## src/common/conv_pkg.sv

```systemverilog
`default_nettype none

////////////////////////////////////////////////////////////////////////
// Shared sizes and types of the row convolution engine
////////////////////////////////////////////////////////////////////////

package conv_pkg;

    // Row and kernel geometry
    localparam int ROW_LEN = 10;
    localparam int KSIZE   = 3;
    localparam int PIX_W   = 8;
    localparam int WGT_W   = 8;

    // Valid window positions per row
    localparam int OUT_LEN = ROW_LEN - KSIZE + 1;

    // Full product of one pixel and one weight
    localparam int PROD_W = PIX_W + WGT_W;
    // Sum of KSIZE products along one row
    localparam int RSUM_W = PROD_W + $clog2(KSIZE);
    // Sum of KSIZE row sums, whole window
    localparam int WSUM_W = RSUM_W + $clog2(KSIZE);

    // Weight port addressing
    localparam int WADDR_W = 4;
    localparam int NUM_WGT = KSIZE * KSIZE;
    // Row or column index inside the kernel
    localparam int KIDX_W  = $clog2(KSIZE);

    // Pixel 0 sits in the low bits
    typedef logic [ROW_LEN-1:0][PIX_W-1:0] pixel_row_t;
    typedef logic [KSIZE-1:0][WGT_W-1:0]   kernel_row_t;
    // Kernel row 0 pairs with the oldest buffered row
    typedef kernel_row_t [KSIZE-1:0]       kernel_t;

    typedef logic [OUT_LEN-1:0][RSUM_W-1:0] rsum_row_t;
    typedef logic [OUT_LEN-1:0][WSUM_W-1:0] out_row_t;

    // One weight write, addr k maps to row k/3, column k%3
    typedef struct packed {
        logic               we;
        logic [WADDR_W-1:0] addr;
        logic [WGT_W-1:0]   data;
    } weight_wr_t;

    // Row buffer filling or streaming full windows
    typedef enum logic {
        FILL,
        STREAM
    } window_state_e;

endpackage

`default_nettype wire

```

## src/verilog/weight_regs.sv

```systemverilog
`timescale 1ns/1ps
`default_nettype none

////////////////////////////////////////////////////////////////////////
// Kernel weight registers, written one weight per cycle
////////////////////////////////////////////////////////////////////////

module weight_regs (
    input  wire logic                 clk,
    input  wire logic                 rst_n,
    input  wire conv_pkg::weight_wr_t weight_wr,
    output conv_pkg::kernel_t         kernel
);

    import conv_pkg::*;

    // Decoded kernel position
    logic [KIDX_W-1:0] wr_row;
    logic [KIDX_W-1:0] wr_col;
    // Address inside the 3x3 kernel
    logic              wr_hit;

    always_comb begin
        wr_row = KIDX_W'(weight_wr.addr / KSIZE);
        wr_col = KIDX_W'(weight_wr.addr % KSIZE);
        // Addresses 9 to 15 fall outside the kernel
        wr_hit = weight_wr.we && (weight_wr.addr < WADDR_W'(NUM_WGT));
    end

    // Nine weights, all zero after reset
    always_ff @(posedge clk or negedge rst_n) begin
        if (!rst_n) begin
            kernel <= '0;
        end else if (wr_hit) begin
            kernel[wr_row][wr_col] <= weight_wr.data;
        end
    end

endmodule

`default_nettype wire

```

## config.mk

```make
export PLATFORM = sky130hd
export DESIGN_NAME = weight_regs
export DESIGN_NICKNAME = d
export VERILOG_FILES = /design/src/common/conv_pkg.sv /design/src/verilog/weight_regs.sv
export SDC_FILE = /design/constraint.sdc
export NUM_CORES = 1
export LEC_CHECK = 0
export ABC_AREA = 1
export ABC_CLOCK_PERIOD_IN_PS = 950
export BUFFER_PORTS_ARGS = -buffer_cell sky130_fd_sc_hd__clkbuf_2
export CAP_MARGIN = 20
export CORE_ASPECT_RATIO = 1.25
export CORE_MARGIN = 2
export CORE_UTILIZATION = 31
export DETAILED_ROUTE_END_ITERATION = 12
export GPL_TIMING_DRIVEN = 0
export PLACE_DENSITY_LB_ADDON = 0.08
export SETUP_SLACK_MARGIN = 0.2
export SLEW_MARGIN = 10
export SYNTH_ARGS = -nofsm -noshare
export SYNTH_HDL_FRONTEND = slang
export SYNTH_SLANG_ARGS = --single-unit
```

## constraint.sdc

```tcl
create_clock -name clk -period 0.95 [get_ports clk]
set_input_delay 0.095 -clock clk [delete_from_list [all_inputs] [get_ports clk]]
set_output_delay 0.095 -clock clk [all_outputs]
set_load 0.01 [all_outputs]
```

# After elaboration in Yosys (flattened, before gate mapping)

Index checks and enable logic that the tools add are counted.

Bits in registers: 72
Latch bits: 0
Bits in writable memories: 0
Bits in read-only memories: 0
Word-level logic and storage cells: 24
Memories: 0

Add/sub/neg operators: 0
$mul: 0
Div/mod/pow operators: 2
Magnitude comparators: 5
Equality and inequality tests: 0
Shifts and indexed selects: 0
Muxes and demuxes: 5
Bitwise operators: 0
Reductions and logical operators: 3

Operators with widths:

| kind                                                 | number |
|---|---|
| bitwise mux 72 bit                                   | 1 |
| demux 24 bit (select 2 bit)                          | 1 |
| divider 4 x 2 -> 32 bit (second input constant)      | 1 |
| modulo 4 x 2 -> 32 bit (second input constant)       | 1 |
| two-way mux 24 bit                                   | 1 |
| demux 8 bit (select 2 bit)                           | 1 |
| two-way mux 8 bit                                    | 1 |
| < comparator 2 x 3 -> 1 bit (second input constant)  | 2 |
| >= comparator 2 x 1 -> 1 bit (second input constant) | 2 |
| < comparator 4 bit (second input constant)           | 1 |
| logical AND 1 bit                                    | 3 |

# Longest topological paths before layout

Depth in word-level cells: 8
Gate-level depth with buffers: 17

# Worst setup path before layout

Ideal clock, no wire load.

Path kind: input to register
Start: input weight_wr[10] (netlist name)
End: register kernel[48] (netlist name)
Library setup time: 66 ps
Arrival time: 1976 ps
Path slack: -1092 ps
Cell stages on the path: 17
Path buffers: 3
Path through: clkbuf_1 -> ha_1 -> nand2_1 -> nand3_1 -> nand3_1 -> nand2_1 -> nand2_1 -> ha_1 -> inv_1 -> nand2_1 -> nor2_4 -> nand2_1 -> nand2_4 -> buf_6 -> buf_4 -> nand4_1 -> nand2_1

Cells in the longest elaborated chain, start to end: 8
Elaborated cells between the ends (all ways): 15
Classes of those cells: 2 x div; 5 x order compare; 5 x mux; 3 x reduce/logical

Ends and longest elaborated chain:

| item                                                                                              | RTL line          | source |
|---|---|---|
| from (decl)                                                                                       | weight_regs.sv:11 | `input wire conv_pkg::weight_wr_t weight_wr,` |
| modulo 4 x 2 -> 32 bit                                                                            | weight_regs.sv:25 | `wr_col = KIDX_W'(weight_wr.addr % KSIZE);` |
| < comparator 2 x 3 -> 1 bit (implied by the code) or >= comparator 2 x 1 -> 1 bit (tied branches) | weight_regs.sv:35 | `kernel[wr_row][wr_col] <= weight_wr.data;` |
| logical AND 1 bit (implied by the code)                                                           | weight_regs.sv:35 |  |
| two-way mux 8 bit (implied by the code)                                                           | weight_regs.sv:35 |  |
| demux 8 bit (select 2 bit)                                                                        | weight_regs.sv:35 |  |
| two-way mux 24 bit (implied by the code)                                                          | weight_regs.sv:35 |  |
| demux 24 bit (select 2 bit)                                                                       | weight_regs.sv:35 |  |
| bitwise mux 72 bit                                                                                | weight_regs.sv:35 |  |
| to (signal, indexed assignment)                                                                   | weight_regs.sv:35 |  |
| to (decl)                                                                                         | weight_regs.sv:12 | `output conv_pkg::kernel_t kernel` |

Parallel ways exist; a longest one is shown, timed or not.
A chain may end at the register's enable or synchronous reset.

# Worst setup path after layout

Same ends and word-level chain as after synthesis.

==> flow_metrics.env <==
export IMPL_start_util_pct=31.7
export IMPL_violations="hold timing, setup timing"
export IMPL_synth_top_area_cell="dfrtp_1"
export IMPL_skew_ps=0
export IMPL_antenna_found_initial=0
export IMPL_power_density_mw_per_mm2=2390
export IMPL_worstPathArrival_ps=2140
export IMPL_crit_required_ps=1220
export IMPL_synth_top_family_by_area="simple AND/OR/NAND/NOR gates"
export IMPL_dieArea_sq_mm=0.0117
export IMPL_synth_ff_type="dfrtp_1"
export IMPL_rsz0062_at_grt="yes"
export IMPL_grt_overflow_total=0
export IMPL_largest_register="kernel"
export IMPL_maxCapViolCount=0
export IMPL_ys_seq_area_share_pct=53.8
export IMPL_yosys_area_share_simple_pct=38.5
export IMPL_period_minus_slack_ps=1870
export IMPL_yosysMostFrequentCell="nand2_1"
export IMPL_syn2layout_area_growth_pct=60.7
export IMPL_cts_tree="built"
export IMPL_fill_cells=1040
export IMPL_max_freq_ghz=0.536
export IMPL_status="finished, violations left"
export IMPL_ioPinCount=87
export IMPL_synth_xor_area_share_pct=0
export IMPL_wl_per_cell_um=15.7
export IMPL_leakage_nw=2.87
export IMPL_ys_warn_count=0
export IMPL_grt_pass1_wl_um=16800
export IMPL_cts_made_buffers=9
export IMPL_num_vias=3420
export IMPL_dpl_hpwl_um=6780
export IMPL_max_slew_margin_rel_pct=51.1
export IMPL_avgSynthCellArea_sq_um=8.68
export IMPL_synth_compound_area_share_pct=0.224
export IMPL_top_regs="kernel: 72 flops"
export IMPL_endpoint_kind="flop"
export IMPL_finalMaxSlewViolations=0
export IMPL_synth_cell_types=19
export IMPL_hp_class="input port to asynchronous set/reset pin"
export IMPL_drc=0
export IMPL_clkTransAtPathRegs_ps=60
export IMPL_synth_edff_count=0
export IMPL_rrSetupSlack_ps=120
export IMPL_fin_nets=579
export IMPL_worst_slew_pin_slew_ps=733
export IMPL_grt_pass1_vias=3282
export IMPL_drt_initial_drc_count=142
export IMPL_syn_area_sq_mm=0.00335
export IMPL_clock_sinks=72
export IMPL_core_sq_mm=0.0106
export IMPL_n_antenna_cell=0
export IMPL_finalHoldViolCount=22
export IMPL_die_x_um=97.0
export IMPL_multi_input_area_sq_mm=0.00167
export IMPL_muxShareOfSynthArea_pct=0
export IMPL_largest_register_ffs=72
export IMPL_wirelength_um=10900
export IMPL_dr_pass1_iters=4
export IMPL_grt_use_total_pct=18.3
export IMPL_synth_nets=405
export IMPL_cts_root_buf="clkbuf_16"
export IMPL_power_total_mw=12.9
export IMPL_path_class="input port to flop"
export IMPL_yosys_register_bits=72
export IMPL_ir_drop_uv=982
export IMPL_portBuffers=78
export IMPL_cts_max_level=3
export IMPL_ys_top_cells_by_count="nand2_1 (167), nand4_1 (74), dfrtp_1 (72)"
export IMPL_finalWorstSetupSlack_ps=-917
export IMPL_finalSetupTns_ps=-63870
export IMPL_grt_max_degree=51
export IMPL_synthArstFlopShare_pct=100
export IMPL_synth_top_cell_area_share_pct=53.8
export IMPL_die_height_um=120
export IMPL_cts_buffer_depth=2
export IMPL_crit_fanout=8
export IMPL_gp_congestion=0.742
export IMPL_ys_top_cells_by_area="dfrtp_1 (54%), nand2_1 (19%), nand4_1 (14%)"
export IMPL_seq_area_sq_mm=0.00180
export IMPL_finalSetupViolCount=90
export IMPL_critPathLaunchType="input port"
export IMPL_worstSkewPairLatency_ps=330
export IMPL_synth_cells=386
export IMPL_holdWs_ps=-307
export IMPL_synthAdderAreaFrac_pct=1.49
export IMPL_layout_drive_gt1_share_pct=46.8
export IMPL_rows=42
export IMPL_drtAntennaViolNets=0
export IMPL_vias_per_cell=4.91
export IMPL_post_route_period_util_pct=196
[power breakdown]
part | leakage, nW | internal, mW | switching (mW)
sequential | 0.946 | 4.04 | 0.592
clock | 0.142 | 1.97 | 1.26
combinational | 1.79 | 2.55 | 2.43
[cells in the final DEF (no fill, tap or decap), types with 2 or more instances in the layout]
master,netlist,routed
nand3_2,3,2
buf_4,5,70
nor2_4,4,5
nor2_2,1,3
clkbuf_2,0,73
clkbuf_8,0,3
nand2_1,167,136
nand4_1,74,74
buf_2,12,2
clkbuf_16,0,11
ha_4,0,3
nand2_4,1,6
nand2_2,3,29
nor2_1,4,2
dfrtp_1,72,72
inv_1,7,5
nand3_4,0,12
clkbuf_1,9,9
inv_2,3,5
buf_8,0,8
buf_6,3,24
[path summary, 6_finish.rpt]
| path | cells past startpoint | end | startpoint |
|---|---|---|---|
| max in group asynchronous | 2 | kernel[5] | rst_n |
| hold / removal | 1 | kernel[28] | rst_n |
| setup reg to reg | 4 | kernel[0] | kernel[0] |
| hold reg to reg | 2 | kernel[62] | kernel[62] |
| min in group clk | 3 | kernel[47] | weight_wr[7] |
| setup / recovery | 18 | kernel[48] | weight_wr[10] |
[worst max-delay path, cell delays in order]
cell and delay (ps):
buf_8 100, buf_6 110, ha_4 270, nand2_4 60
nand3_4 80, nand3_4 80, nand2_2 70, nand2_1 50
ha_2 180, inv_2 50, nand2_2 50, nor2_4 200
nand2_2 90, nand2_4 150, buf_8 170, buf_6 120
nand4_1 100, nand2_1 110
[timing repair]
item | CTS | global route
buffers inserted | 50 | 27
setup endpoints to repair | 144 | 144
pin swaps | 25 | 42
gates cloned | 5 | 2
hold endpoints to repair | 22 | 22
resized for setup | 53 | 64
[per-stage QoR]
| step | instance area [sq um] | worst slack (ps) | hold WS [ps] | cells | utilization (%) |
|---|---|---|---|---|---|
| finish | 5390 | -917 | -307 | 696 | 51.0 |
| CTS | 4920 | -971 | -301 | 667 | 46.6 |
| floorplan | 3410 | -993 | -201 | 386 | - |
| global route | 5390 | -1040 | -285 | 696 | 51.0 |
| detailed placement | 4000 | -1440 | 54.2 | 597 | 37.8 |
| global placement | 3970 | -1420 | 457 | 596 | 37.6 |
[logic make-up after synthesis]
kind of cell / count (synthesis)
buffers and inverters: 39
and+or+nand+nor: 270
AOI/OAI and AO/OA: 1
DFF: 72
adders and majority gates: 4
[layer usage]
layer | up-vias | part of all wire [%] | global-route usage, %
li1 | 1662 | - | -
met1 | 1658 | 43 | 23.4
met2 | 83 | 50 | 29.7
met3 | 17 | 4.3 | 4.39
met4 | 0 | 2.2 | 7.66
met5 | - | 0 | 0
[final cells by class]
| class | instances | share of cell area (%) |
|---|---|---|
| Buffer | 29 | 4.81 |
| Clock buffer | 13 | 5.02 |
| Clock inverter | 2 | 0.256 |
| Inverter | 10 | 0.697 |
| Multi-Input combinational cell | 277 | 31.0 |
| Sequential cell | 72 | 33.4 |
| Tap cell | 132 | 3.07 |
| Timing Repair Buffer | 161 | 21.7 |
(Power assumes the default switching activity.)
