### config.mk
export PLATFORM = sky130hd
export DESIGN_NAME = row_buffer
export DESIGN_NICKNAME = d
export VERILOG_FILES = /design/src/common/conv_pkg.sv /design/src/row_window/row_buffer.sv
export SDC_FILE = /design/constraint.sdc
export NUM_CORES = 1
export LEC_CHECK = 0
export BUFFER_PORTS_ARGS = -buffer_cell sky130_fd_sc_hd__buf_2
export CORE_ASPECT_RATIO = 1.2
export CORE_MARGIN = 5
export CORE_UTILIZATION = 50
export DETAILED_ROUTE_END_ITERATION = 6
export GPL_TIMING_DRIVEN = 0
export MAX_ROUTING_LAYER = met4
export PLACE_DENSITY = 0.84
export SYNTH_ARGS = -nofsm -noshare
export SYNTH_HDL_FRONTEND = slang
export SYNTH_SLANG_ARGS = --single-unit
### constraint.sdc
create_clock -name clk -period 2.42 [get_ports clk]
set_input_delay 0.242 -clock clk [delete_from_list [all_inputs] [get_ports clk]]
set_output_delay 0.242 -clock clk [all_outputs]
set_load 0.05 [all_outputs]
### src/common/conv_pkg.sv
`default_nettype none

////////////////////////////////////////////////////////////////////////
// Shared sizes and types of the row convolution engine
////////////////////////////////////////////////////////////////////////

package conv_pkg;

    // Row and kernel geometry
    localparam int ROW_LEN = 10;
    localparam int KSIZE   = 3;
    localparam int PIX_W   = 8;
    localparam int WGT_W   = 8;

    // Valid window positions per row
    localparam int OUT_LEN = ROW_LEN - KSIZE + 1;

    // Full product of one pixel and one weight
    localparam int PROD_W = PIX_W + WGT_W;
    // Sum of KSIZE products along one row
    localparam int RSUM_W = PROD_W + $clog2(KSIZE);
    // Sum of KSIZE row sums, whole window
    localparam int WSUM_W = RSUM_W + $clog2(KSIZE);

    // Weight port addressing
    localparam int WADDR_W = 4;
    localparam int NUM_WGT = KSIZE * KSIZE;
    // Row or column index inside the kernel
    localparam int KIDX_W  = $clog2(KSIZE);

    // Pixel 0 sits in the low bits
    typedef logic [ROW_LEN-1:0][PIX_W-1:0] pixel_row_t;
    typedef logic [KSIZE-1:0][WGT_W-1:0]   kernel_row_t;
    // Kernel row 0 pairs with the oldest buffered row
    typedef kernel_row_t [KSIZE-1:0]       kernel_t;

    typedef logic [OUT_LEN-1:0][RSUM_W-1:0] rsum_row_t;
    typedef logic [OUT_LEN-1:0][WSUM_W-1:0] out_row_t;

    // One weight write, addr k maps to row k/3, column k%3
    typedef struct packed {
        logic               we;
        logic [WADDR_W-1:0] addr;
        logic [WGT_W-1:0]   data;
    } weight_wr_t;

    // Row buffer filling or streaming full windows
    typedef enum logic {
        FILL,
        STREAM
    } window_state_e;

endpackage

`default_nettype wire

### src/row_window/row_buffer.sv
`timescale 1ns/1ps
`default_nettype none

////////////////////////////////////////////////////////////////////////
// Three-row window buffer
////////////////////////////////////////////////////////////////////////

module row_buffer (
    input  wire logic                 clk,
    input  wire logic                 rst_n,
    input  wire logic                 frame_start,
    input  wire logic                 row_valid,
    input  wire conv_pkg::pixel_row_t pixel_row,
    // Index 0 holds the oldest row
    output conv_pkg::pixel_row_t [conv_pkg::KSIZE-1:0] win_rows,
    output logic                      win_ready
);

    import conv_pkg::*;

    window_state_e     state;
    // Rows seen so far in this frame, while filling
    logic [KIDX_W-1:0] fill_cnt;

    ////////////////////////////////////////////////////////////////////
    // Row shift register
    ////////////////////////////////////////////////////////////////////

    // Newest row enters at the top index
    always_ff @(posedge clk) begin
        if (row_valid) begin
            for (int r = 0; r < KSIZE - 1; r++) begin
                win_rows[r] <= win_rows[r+1];
            end
            win_rows[KSIZE-1] <= pixel_row;
        end
    end

    ////////////////////////////////////////////////////////////////////
    // Fill control
    ////////////////////////////////////////////////////////////////////

    always_ff @(posedge clk or negedge rst_n) begin
        if (!rst_n) begin
            state     <= FILL;
            fill_cnt  <= '0;
            win_ready <= 1'b0;
        end else begin
            // Single-cycle strobe by default
            win_ready <= 1'b0;
            if (frame_start) begin
                // Row in the same cycle counts as row one of the new frame
                state    <= FILL;
                fill_cnt <= row_valid ? KIDX_W'(1) : '0;
            end else if (row_valid) begin
                if (state == STREAM) begin
                    win_ready <= 1'b1;
                end else if (fill_cnt == KIDX_W'(KSIZE - 1)) begin
                    // Third row completes the first window
                    state     <= STREAM;
                    win_ready <= 1'b1;
                end else begin
                    fill_cnt <= fill_cnt + 1'b1;
                end
            end
        end
    end

endmodule

`default_nettype wire

=== After elaboration in Yosys (flattened, before gate mapping) ===
Cells that the tools add are included.

* Register bits after elaboration: 244
* Output and inout port bits: 241

* Add/subtract/negate cells: 1
* Eq/ne operators: 3
* Muxes and demuxes: 11
* Reduce and logical (&&, ||, !) cells: 2

{| class="wikitable"
|+ Operators with widths
! kind !! number
|-
| 2-bit two-way mux || 4
|-
| 1-bit two-way mux || 7
|-
| 2-bit != test, second input constant || 2
|-
| 3-bit AND reduction || 1
|-
| 2-bit by 1-bit adder with 2-bit output, second input constant || 1
|-
| 2-bit equality test, second input constant || 1
|-
| 2-bit nonzero test || 1
|}

=== Depth between registers and ports, before layout ===
Gate-level depths: netlist of the first run.

* Word-level depth: 5
* Depth in mapped cells: 4
* Gate-level depth less buffers: 4

=== Worst setup path after synthesis of the first run ===
Ideal clock, no wire load.

* Path kind: flip-flop to flip-flop
* From: register fill_cnt[0]
* To: register fill_cnt[0]
* Setup time: 0.126 ns
* Arrival: 1.290 ns
* Required time: 2.294 ns
* Setup slack: 1.004 ns
* Stages on the path, launching flop included: 5
* Buffers on the path: 0
* Clock period less this slack: 1.416 ns
* Cell sequence: dfrtp_1 > inv_1 > ha_1 > or3b_1 > a221o_1

* Longest elaborated chain between the ends: 5
* Elaborated cells on any way between the ends: 8
* Classes of those cells: add/sub (1); eq/ne (2); mux (4); reduce/logical (1)

{| class="wikitable"
|+ Ends and longest elaborated chain
! what !! RTL line !! text
|-
| start: declaration || row_buffer.sv:23 || <nowiki>logic [KIDX_W-1:0] fill_cnt;</nowiki>
|-
| start signal: assignment || row_buffer.sv:54 || <nowiki>fill_cnt <= row_valid ? KIDX_W'(1) : '0;</nowiki>
|-
| start signal: assignment || row_buffer.sv:63 || <nowiki>fill_cnt <= fill_cnt + 1'b1;</nowiki>
|-
| 2-bit by 1-bit adder with 2-bit output || row_buffer.sv:63 ||
|-
| 2-bit two-way mux || row_buffer.sv:58 || <nowiki>end else if (fill_cnt == KIDX_W'(KSIZE - 1)) begin</nowiki>
|-
| 2-bit two-way mux || row_buffer.sv:56 || <nowiki>if (state == STREAM) begin</nowiki>
|-
| 2-bit two-way mux || row_buffer.sv:55 || <nowiki>end else if (row_valid) begin</nowiki>
|-
| 2-bit two-way mux || row_buffer.sv:51 || <nowiki>if (frame_start) begin</nowiki>
|}

Several ways; a longest one is shown, not always the timed one. The select of a mux whose other input is x is not followed.
A chain may end at the register's enable or synchronous reset.

=== Worst setup path in the final report of the first run ===
Same ends and word-level chain as after synthesis.

==> flow_summary.ini, run 1 <==
[clocking]
clkSinkCount = 244
clk_latency_ns = 0.49
cts_tree = yes
ctsLongestPathBuffers = 3
clock-root-buffer = clkbuf_16
cts_max_level = 1
post_cts_resize_count = 0
clkSlewWorstSetupHoldPaths_ns = 0.06
cts_made_buffers = 23

[sta]
relSlewSlack_pct = 39.2
unrepaired_setup_endpoints_after_global_routing = no
fin_setup_tns_ns = 0
finalHoldViolCount = 0
period_needed_ns = 1.54
final.period_utilization_pct = 63.8
max_frequency_mhz = 648
worst_pin_slew_ns = 0.913
slew_viol_final = 0
final_setup_violation_count = 0
finalClockSkew_ns = 0.0170

[synthesis]
netlist_top_cells_area = edfxtp_1 97%, dfrtp_1 1.4%, ha_1 0.17%
synth_top_cell_area_share_pct = 97.4
post_synth_instance_area_mm2 = 0.00740
netlist.top_cell.by_area = edfxtp_1
number_of_flops_mapped_to_enable_cells_by_yosys = 240
flip_flop_and_latch_count_after_synthesis = 244
seq_area_frac_synth_pct = 98.8
postSynthCellCount = 257
yosys_most_used_dff = edfxtp_1
post_synth_most_frequent_cells = 240 x edfxtp_1, 4 x dfrtp_1, 3 x nor2_1
post-synth-top-count-cell = edfxtp_1
ys.warnings.count = 0
synth.lib_cells_used.distinct = 12
syn-num-nets = 342
syn_avg_cell_area_um2 = 28.8
synth_async_sr_flop_share_pct = 1.64

[final_layout]
post_route_cells_drive_above_1_share_pct = 50.9
nNetsFinal = 774
filler_cell_count = 798
design_area_mm2 = 0.0108
area.growth.synth_to_final_pct = 45.9

[die]
dieArea_mm2 = 0.0173
top_level_ports = 325
floorplan.initialDensity_pct = 51.1
fp-row-count = 48
core_area_mm2 = 0.0145
die_x_um = 121
die_h_um = 143

[setup_path]
critical_path.reg2reg.endpoint = fill_cnt[0]
reg2regPathDepth = 4
critPathLaunchType = flip-flop
critPathKind = reg -> reg
type_of_element_capturing_the_critical_path = flip-flop
rr_startpoint = fill_cnt[0]
worst-path-max-fanout = 4
critPathArrivalTime_ns = 1.91
setup.reg_to_reg.worst_slack_ns = 0.88
required_ns = 2.79

[place]
hpwlAfterDp_mm = 12.3
io_buffers = 324
placedInstanceArea_mm2 = 0.00931
gp_routability_congestion = 0.794

[run]
drv_cap = 0

[pwr]
worst_ir_drop_vdd_v = 0.000862
intPower_mw = 7.07
power_switching_share_pct = 28.5
pwr_density_cell_mw_per_mm2 = 917
comb_power_share_pct = 16.0
cellLeakagePower_nw = 4.39
clock_power_share_pct = 32.0
p_seq_share_pct = 51.9
switching_power_mw = 2.82

[routing]
drtPass1Iterations = 4
drt_iter0_drc = 284
drt-vias-per-instance = 4.69
vias = 4249
wl_per_cell_um = 21.1
drt_drc_violations_left = 0
drtAntennaViolNets = 0
finalWirelength_mm = 19.1

[global_route]
number_of_antenna_violations_at_the_first_check_in_global_routing = 2
grt_remaining_overflow = 0
track_usage_pct = 21.7
grt_pass1_vias = 4633
grt_start_max_net_pins = 127
global_route_wire_length_before_repair_mm = 27.5

[worst_hold_path]
hp-class = in -> async

[outcome]
outcome = finished, final reports clean
state kept, by name (all words and copies together) (netlist names):
signal     cells
win_rows     240
win_ready      1
state          1
fill_cnt       2
cell usage in the layout (no fill, tap or decap):
cell | netlist | final
mux2_2 | 1 | 1
inv_1 | 1 | 1
nor2b_1 | 2 | 2
dlygate4sd3_1 | 0 | 82
a221o_1 | 1 | 1
buf_8 | 0 | 1
a21oi_1 | 1 | 1
dfrtp_1 | 4 | 4
or3b_1 | 1 | 1
nor2_1 | 3 | 3
diode_2 | 0 | 2
nor4b_1 | 1 | 1
clkinv_1 | 0 | 5
buf_2 | 0 | 323
clkinvlp_4 | 0 | 3
clkinv_2 | 0 | 6
nor3b_1 | 1 | 1
edfxtp_1 | 240 | 240
ha_1 | 1 | 1
clkbuf_1 | 0 | 3
clkbuf_16 | 0 | 23
buf_16 | 0 | 1
critical path, stage by stage, from the launching register on:
cell and delay (ns):
dfrtp_1 0.36, inv_1 0.05, ha_1 0.23, or3b_1 0.43, a221o_1 0.35
layer usage:
layer	vias to the layer above	GRT usage, %	routed length, µm
met3	32	5.82	1780
li1	1909	-	-
met1	2049	22.2	6130
met4	0	4.89	314
met5	-	-	0
met2	259	41.3	10900
how the worst max path moves through the flow:
stage	depth (start not counted)	startpoint	to	slack [ns]
floorplan	4	fill_cnt[0]	fill_cnt[0]	1.00
global placement	3	row_valid	fill_cnt[0]	-2.26
detailed placement	3	row_valid	fill_cnt[0]	0.54
CTS	4	fill_cnt[0]	fill_cnt[0]	0.88
global route	4	fill_cnt[0]	fill_cnt[0]	0.83
finish	4	fill_cnt[0]	fill_cnt[0]	0.88
per-stage QoR:
stage | utilization, % | hold slack [ns] | std cells | setup WS (ns) | total power, mW
floorplan | - | -0.0536 | 257 | 1.00 | 6.21
global placement | 64.0 | 0.0454 | 781 | -2.26 | 6.66
detailed placement | 64.3 | 0.0550 | 782 | 0.538 | 6.69
CTS | 74.5 | 0.0565 | 904 | 0.879 | 9.93
global route | 74.6 | 0.130 | 906 | 0.833 | 10.2
finish | 74.6 | 0.112 | 906 | 0.876 | 9.90
cell families after synthesis:
family / share of synthesized area, %
adder cells (fa/ha/maj): 0.169
multiplexers: 0.152
buffers and inverters: 0.0507
AO/OA/AOI/OAI: 0.203
AND/OR/NAND/NOR: 0.660
flip-flops: 98.8
power groups by stage:
stage,clock network (mW),logic (mW),registers (mW)
global placement,0,1.45,5.22
floorplan,0,0.0242,6.19
detailed placement,0,1.47,5.22
global route,3.44,1.63,5.17
CTS,3.22,1.58,5.13
finish,3.17,1.59,5.14
layout make-up:
| cell class | instances | area [µm²] | area share [%] |
|---|---|---|---|
| clock buffer | 26 | 587 | 5.44 |
| multi-input combinational | 12 | 87.6 | 0.812 |
| tap | 200 | 250 | 2.32 |
| clock inverter | 14 | 71.3 | 0.661 |
| inverter | 1 | 3.75 | 0.0348 |
| sequential | 244 | 7310 | 67.7 |
| antenna | 2 | 5.00 | 0.0464 |
| timing repair buffer | 407 | 2480 | 23.0 |
repair_timing:
| item | in CTS | in global routing |
|---|---|---|
| hold buffers | 82 | 0 |
| buffers inserted | 0 | 0 |
| hold endpoints to repair | 86 | 0 |
(Power assumes the default switching activity.)
==> inputs of run 2 (changes only) <==
- ABC_AREA: default -> 1
- CORE_UTILIZATION: 50 -> 42
- PLACE_DENSITY: 0.84 -> 0.75
- clock period: 2.42 -> 1.25 ns (I/O delays scaled with it)
==> flow_summary.ini, run 2 <==
[outcome]
outcome = complete, but fails checks
violated_checks = negative setup slack

[final_layout]
nNetsFinal = 849
layout.cells.non_filler = 1004
seqCellArea_mm2 = 0.00731
largest_register = win_rows
area.growth.synth_to_final_pct = 73.8
design_area_mm2 = 0.0129
post_route_cells_drive_above_1_share_pct = 55.3
final_cell_mix = 240 x edfxtp_1, 186 x buf_6, 100 x buf_4, 95 x buf_2, 83 x dlygate4sd3_1
largest_register_ff_count = 240
multi_input_comb_area_um2 = 78.8
layout_top_registers = win_rows: 240 flops, fill_cnt: 2 flops
filler_cell_count = 949
most_common_library_cell_in_the_layout_ignoring_fill_and_taps = edfxtp_1

[sta]
final_setup_violation_count = 21
slew_viol_final = 0
final.period_utilization_pct = 104
period_needed_ns = 1.31
worst_pin_slew_ns = 0.697
finalHoldViolCount = 0
finalClockSkew_ns = 0.0121
unrepaired_setup_endpoints_after_global_routing = yes
relSlewSlack_pct = 53.5
setup_ws_ns = -0.0559
max_frequency_mhz = 766

[synthesis]
syn_avg_cell_area_um2 = 28.1
syn-num-nets = 348
post-synth-top-count-cell = edfxtp_1
seq_area_frac_synth_pct = 98.8
synth_async_sr_flop_share_pct = 1.64
flip_flop_and_latch_count_after_synthesis = 244
synth.lib_cells_used.distinct = 10
ys.warnings.count = 0
synth_top_cell_area_share_pct = 97.4
post_synth_instance_area_mm2 = 0.00740
number_of_flops_mapped_to_enable_cells_by_yosys = 240
netlist_top_cells_area = edfxtp_1 97%, dfrtp_1 1.4%, nand2_1 0.41%
post_synth_most_frequent_cells = 240 x edfxtp_1, 8 x nand2_1, 4 x dfrtp_1
yosys_most_used_dff = edfxtp_1
netlist.top_cell.by_area = edfxtp_1
postSynthCellCount = 263

[setup_path]
cpMaxStageDelayCell = edfxtp_1
cpPeakStageDelay_ns = 0.47
cp_num_buf_inv = 1
rr_startpoint = fill_cnt[0]
type_of_element_capturing_the_critical_path = output pin
critPathKind = reg -> out
cp-startpoint = win_rows[101]
critPathTopFamily = flip-flops
worst-path-max-fanout = 2
required_ns = 1.12
critPathArrivalTime_ns = 1.18
cp_cell_sequence = buf_6
critPathLaunchType = flip-flop

[die]
floorplan.initialDensity_pct = 42.4
top_level_ports = 325
die_x_um = 131
dieArea_mm2 = 0.0204
fp-row-count = 53
die_h_um = 155
core_area_mm2 = 0.0174

[place]
place.detailed.instances = 808
hpwlAfterDp_mm = 11.5
io_buffers = 324
gp_routability_congestion = 0.782
placedInstanceArea_mm2 = 0.00933

[global_route]
grt_remaining_overflow = 0
grt_pass1_vias = 4756
track_usage_pct = 18.8
grt_start_max_net_pins = 121
number_of_antenna_violations_at_the_first_check_in_global_routing = 1
global_route_wire_length_before_repair_mm = 28.8

[pwr]
cellLeakagePower_nw = 5.29
worst_ir_drop_vdd_v = 0.00127
pwr_density_cell_mw_per_mm2 = 1710

[routing]
finalWirelength_mm = 21.4
vias = 4583
wl_per_cell_um = 21.3
drtPass1Iterations = 4
drt-vias-per-instance = 4.56
drt_drc_violations_left = 0
drt_iter0_drc = 278
drtAntennaViolNets = 0

[clocking]
cts_tree = yes
cts_max_level = 1
cts_made_buffers = 25
clock-root-buffer = clkbuf_16
clkSinkCount = 244
clk_latency_ns = 0.52
clkSlewWorstSetupHoldPaths_ns = 0.06
ctsLongestPathBuffers = 3

[worst_hold_path]
worst_hold_startpoint = row_valid
hp-class = in -> reg

[run]
drv_cap = 0
==> run 2: cell count changes after synthesis, sizes merged, moves of 2 or more <==
cell,delta
nor2b,-2
nand2,+8
inv,+2
nand3,+3
==> run 2: logic make-up (layout without fill, tap and decap cells) <==
logic type	after synthesis	in the layout	share of synthesized area, %
buffers and inverters	3	523	0.152
DFF	244	244	98.8
adders and majority gates	1	1	0.169
AOI/OAI and AO/OA	2	2	0.186
and+or+nand+nor	13	13	0.710
other	0	1	0
==> run 2: what timing repair did <==
action                                 4_1_cts  5_1_grt
pin swaps                                    0        0
cloned                                       1        0
buffers inserted                            17       48
gates resized for setup                    293      166
hold buffers                                83        0
setup endpoints to repair                  180      206
endpoints found under the hold margin       88        0
==> run 2: power breakdown <==
| group | switching [mW] | internal (mW) |
|---|---|---|
| registers | 0.382 | 9.69 |
| logic | 2.49 | 1.37 |
| clock network | 3.13 | 4.93 |
==> run 2: final cells by class <==
| class | count | share of cell area (%) |
|---|---|---|
| diodes | 1 | 0.0195 |
| clock buffers | 27 | 4.93 |
| clock inverters | 19 | 2.03 |
| inverters | 3 | 0.0876 |
| multi-input cells | 16 | 0.613 |
| flip-flops and latches | 244 | 56.8 |
| well taps | 220 | 2.14 |
| repair buffers | 474 | 33.3 |
==> run 2: layer usage <==
layer / up-vias / part of all wire (%) / routed length [µm] / GRT usage [%]
met5: - / 0 / 0 / -
met4: 0 / 2.7 / 581 / 5.74
met3: 40 / 7.5 / 1600 / 5.01
met2: 253 / 55 / 11800 / 34.0
met1: 2227 / 34 / 7370 / 20.0
li1: 2063 / - / - / -
==> run 2: metrics by stage <==
stage          setup TNS (ns)  power [mW]  hold WS, ns  utilization [%]  setup WS, ns
3_5_place_dp           -59.57        12.9      -0.0668             53.5        -0.755
5_1_grt                 -3.37        22.7        0.116             73.7        -0.113
3_3_place_gp          -712.11        12.9      -0.0678             53.3         -3.35
2_1_floorplan               0        12.0       -0.171                -         0.283
4_1_cts                -0.442        21.6        0.109             69.4       -0.0909
6_report               -0.366        22.0       0.0649             73.7       -0.0559
==> run 2: path summary, 6_finish.rpt <==
check	end	slack, ns	depth (start not counted)
max	win_rows[101]	-0.06	1
min	win_rows[67]	0.06	1
max reg2reg	fill_cnt[1]	0.09	5
min reg2reg	win_rows[47]	0.45	0
max in group asynchronous	state	0.52	3
min in group asynchronous	fill_cnt[1]	0.54	3
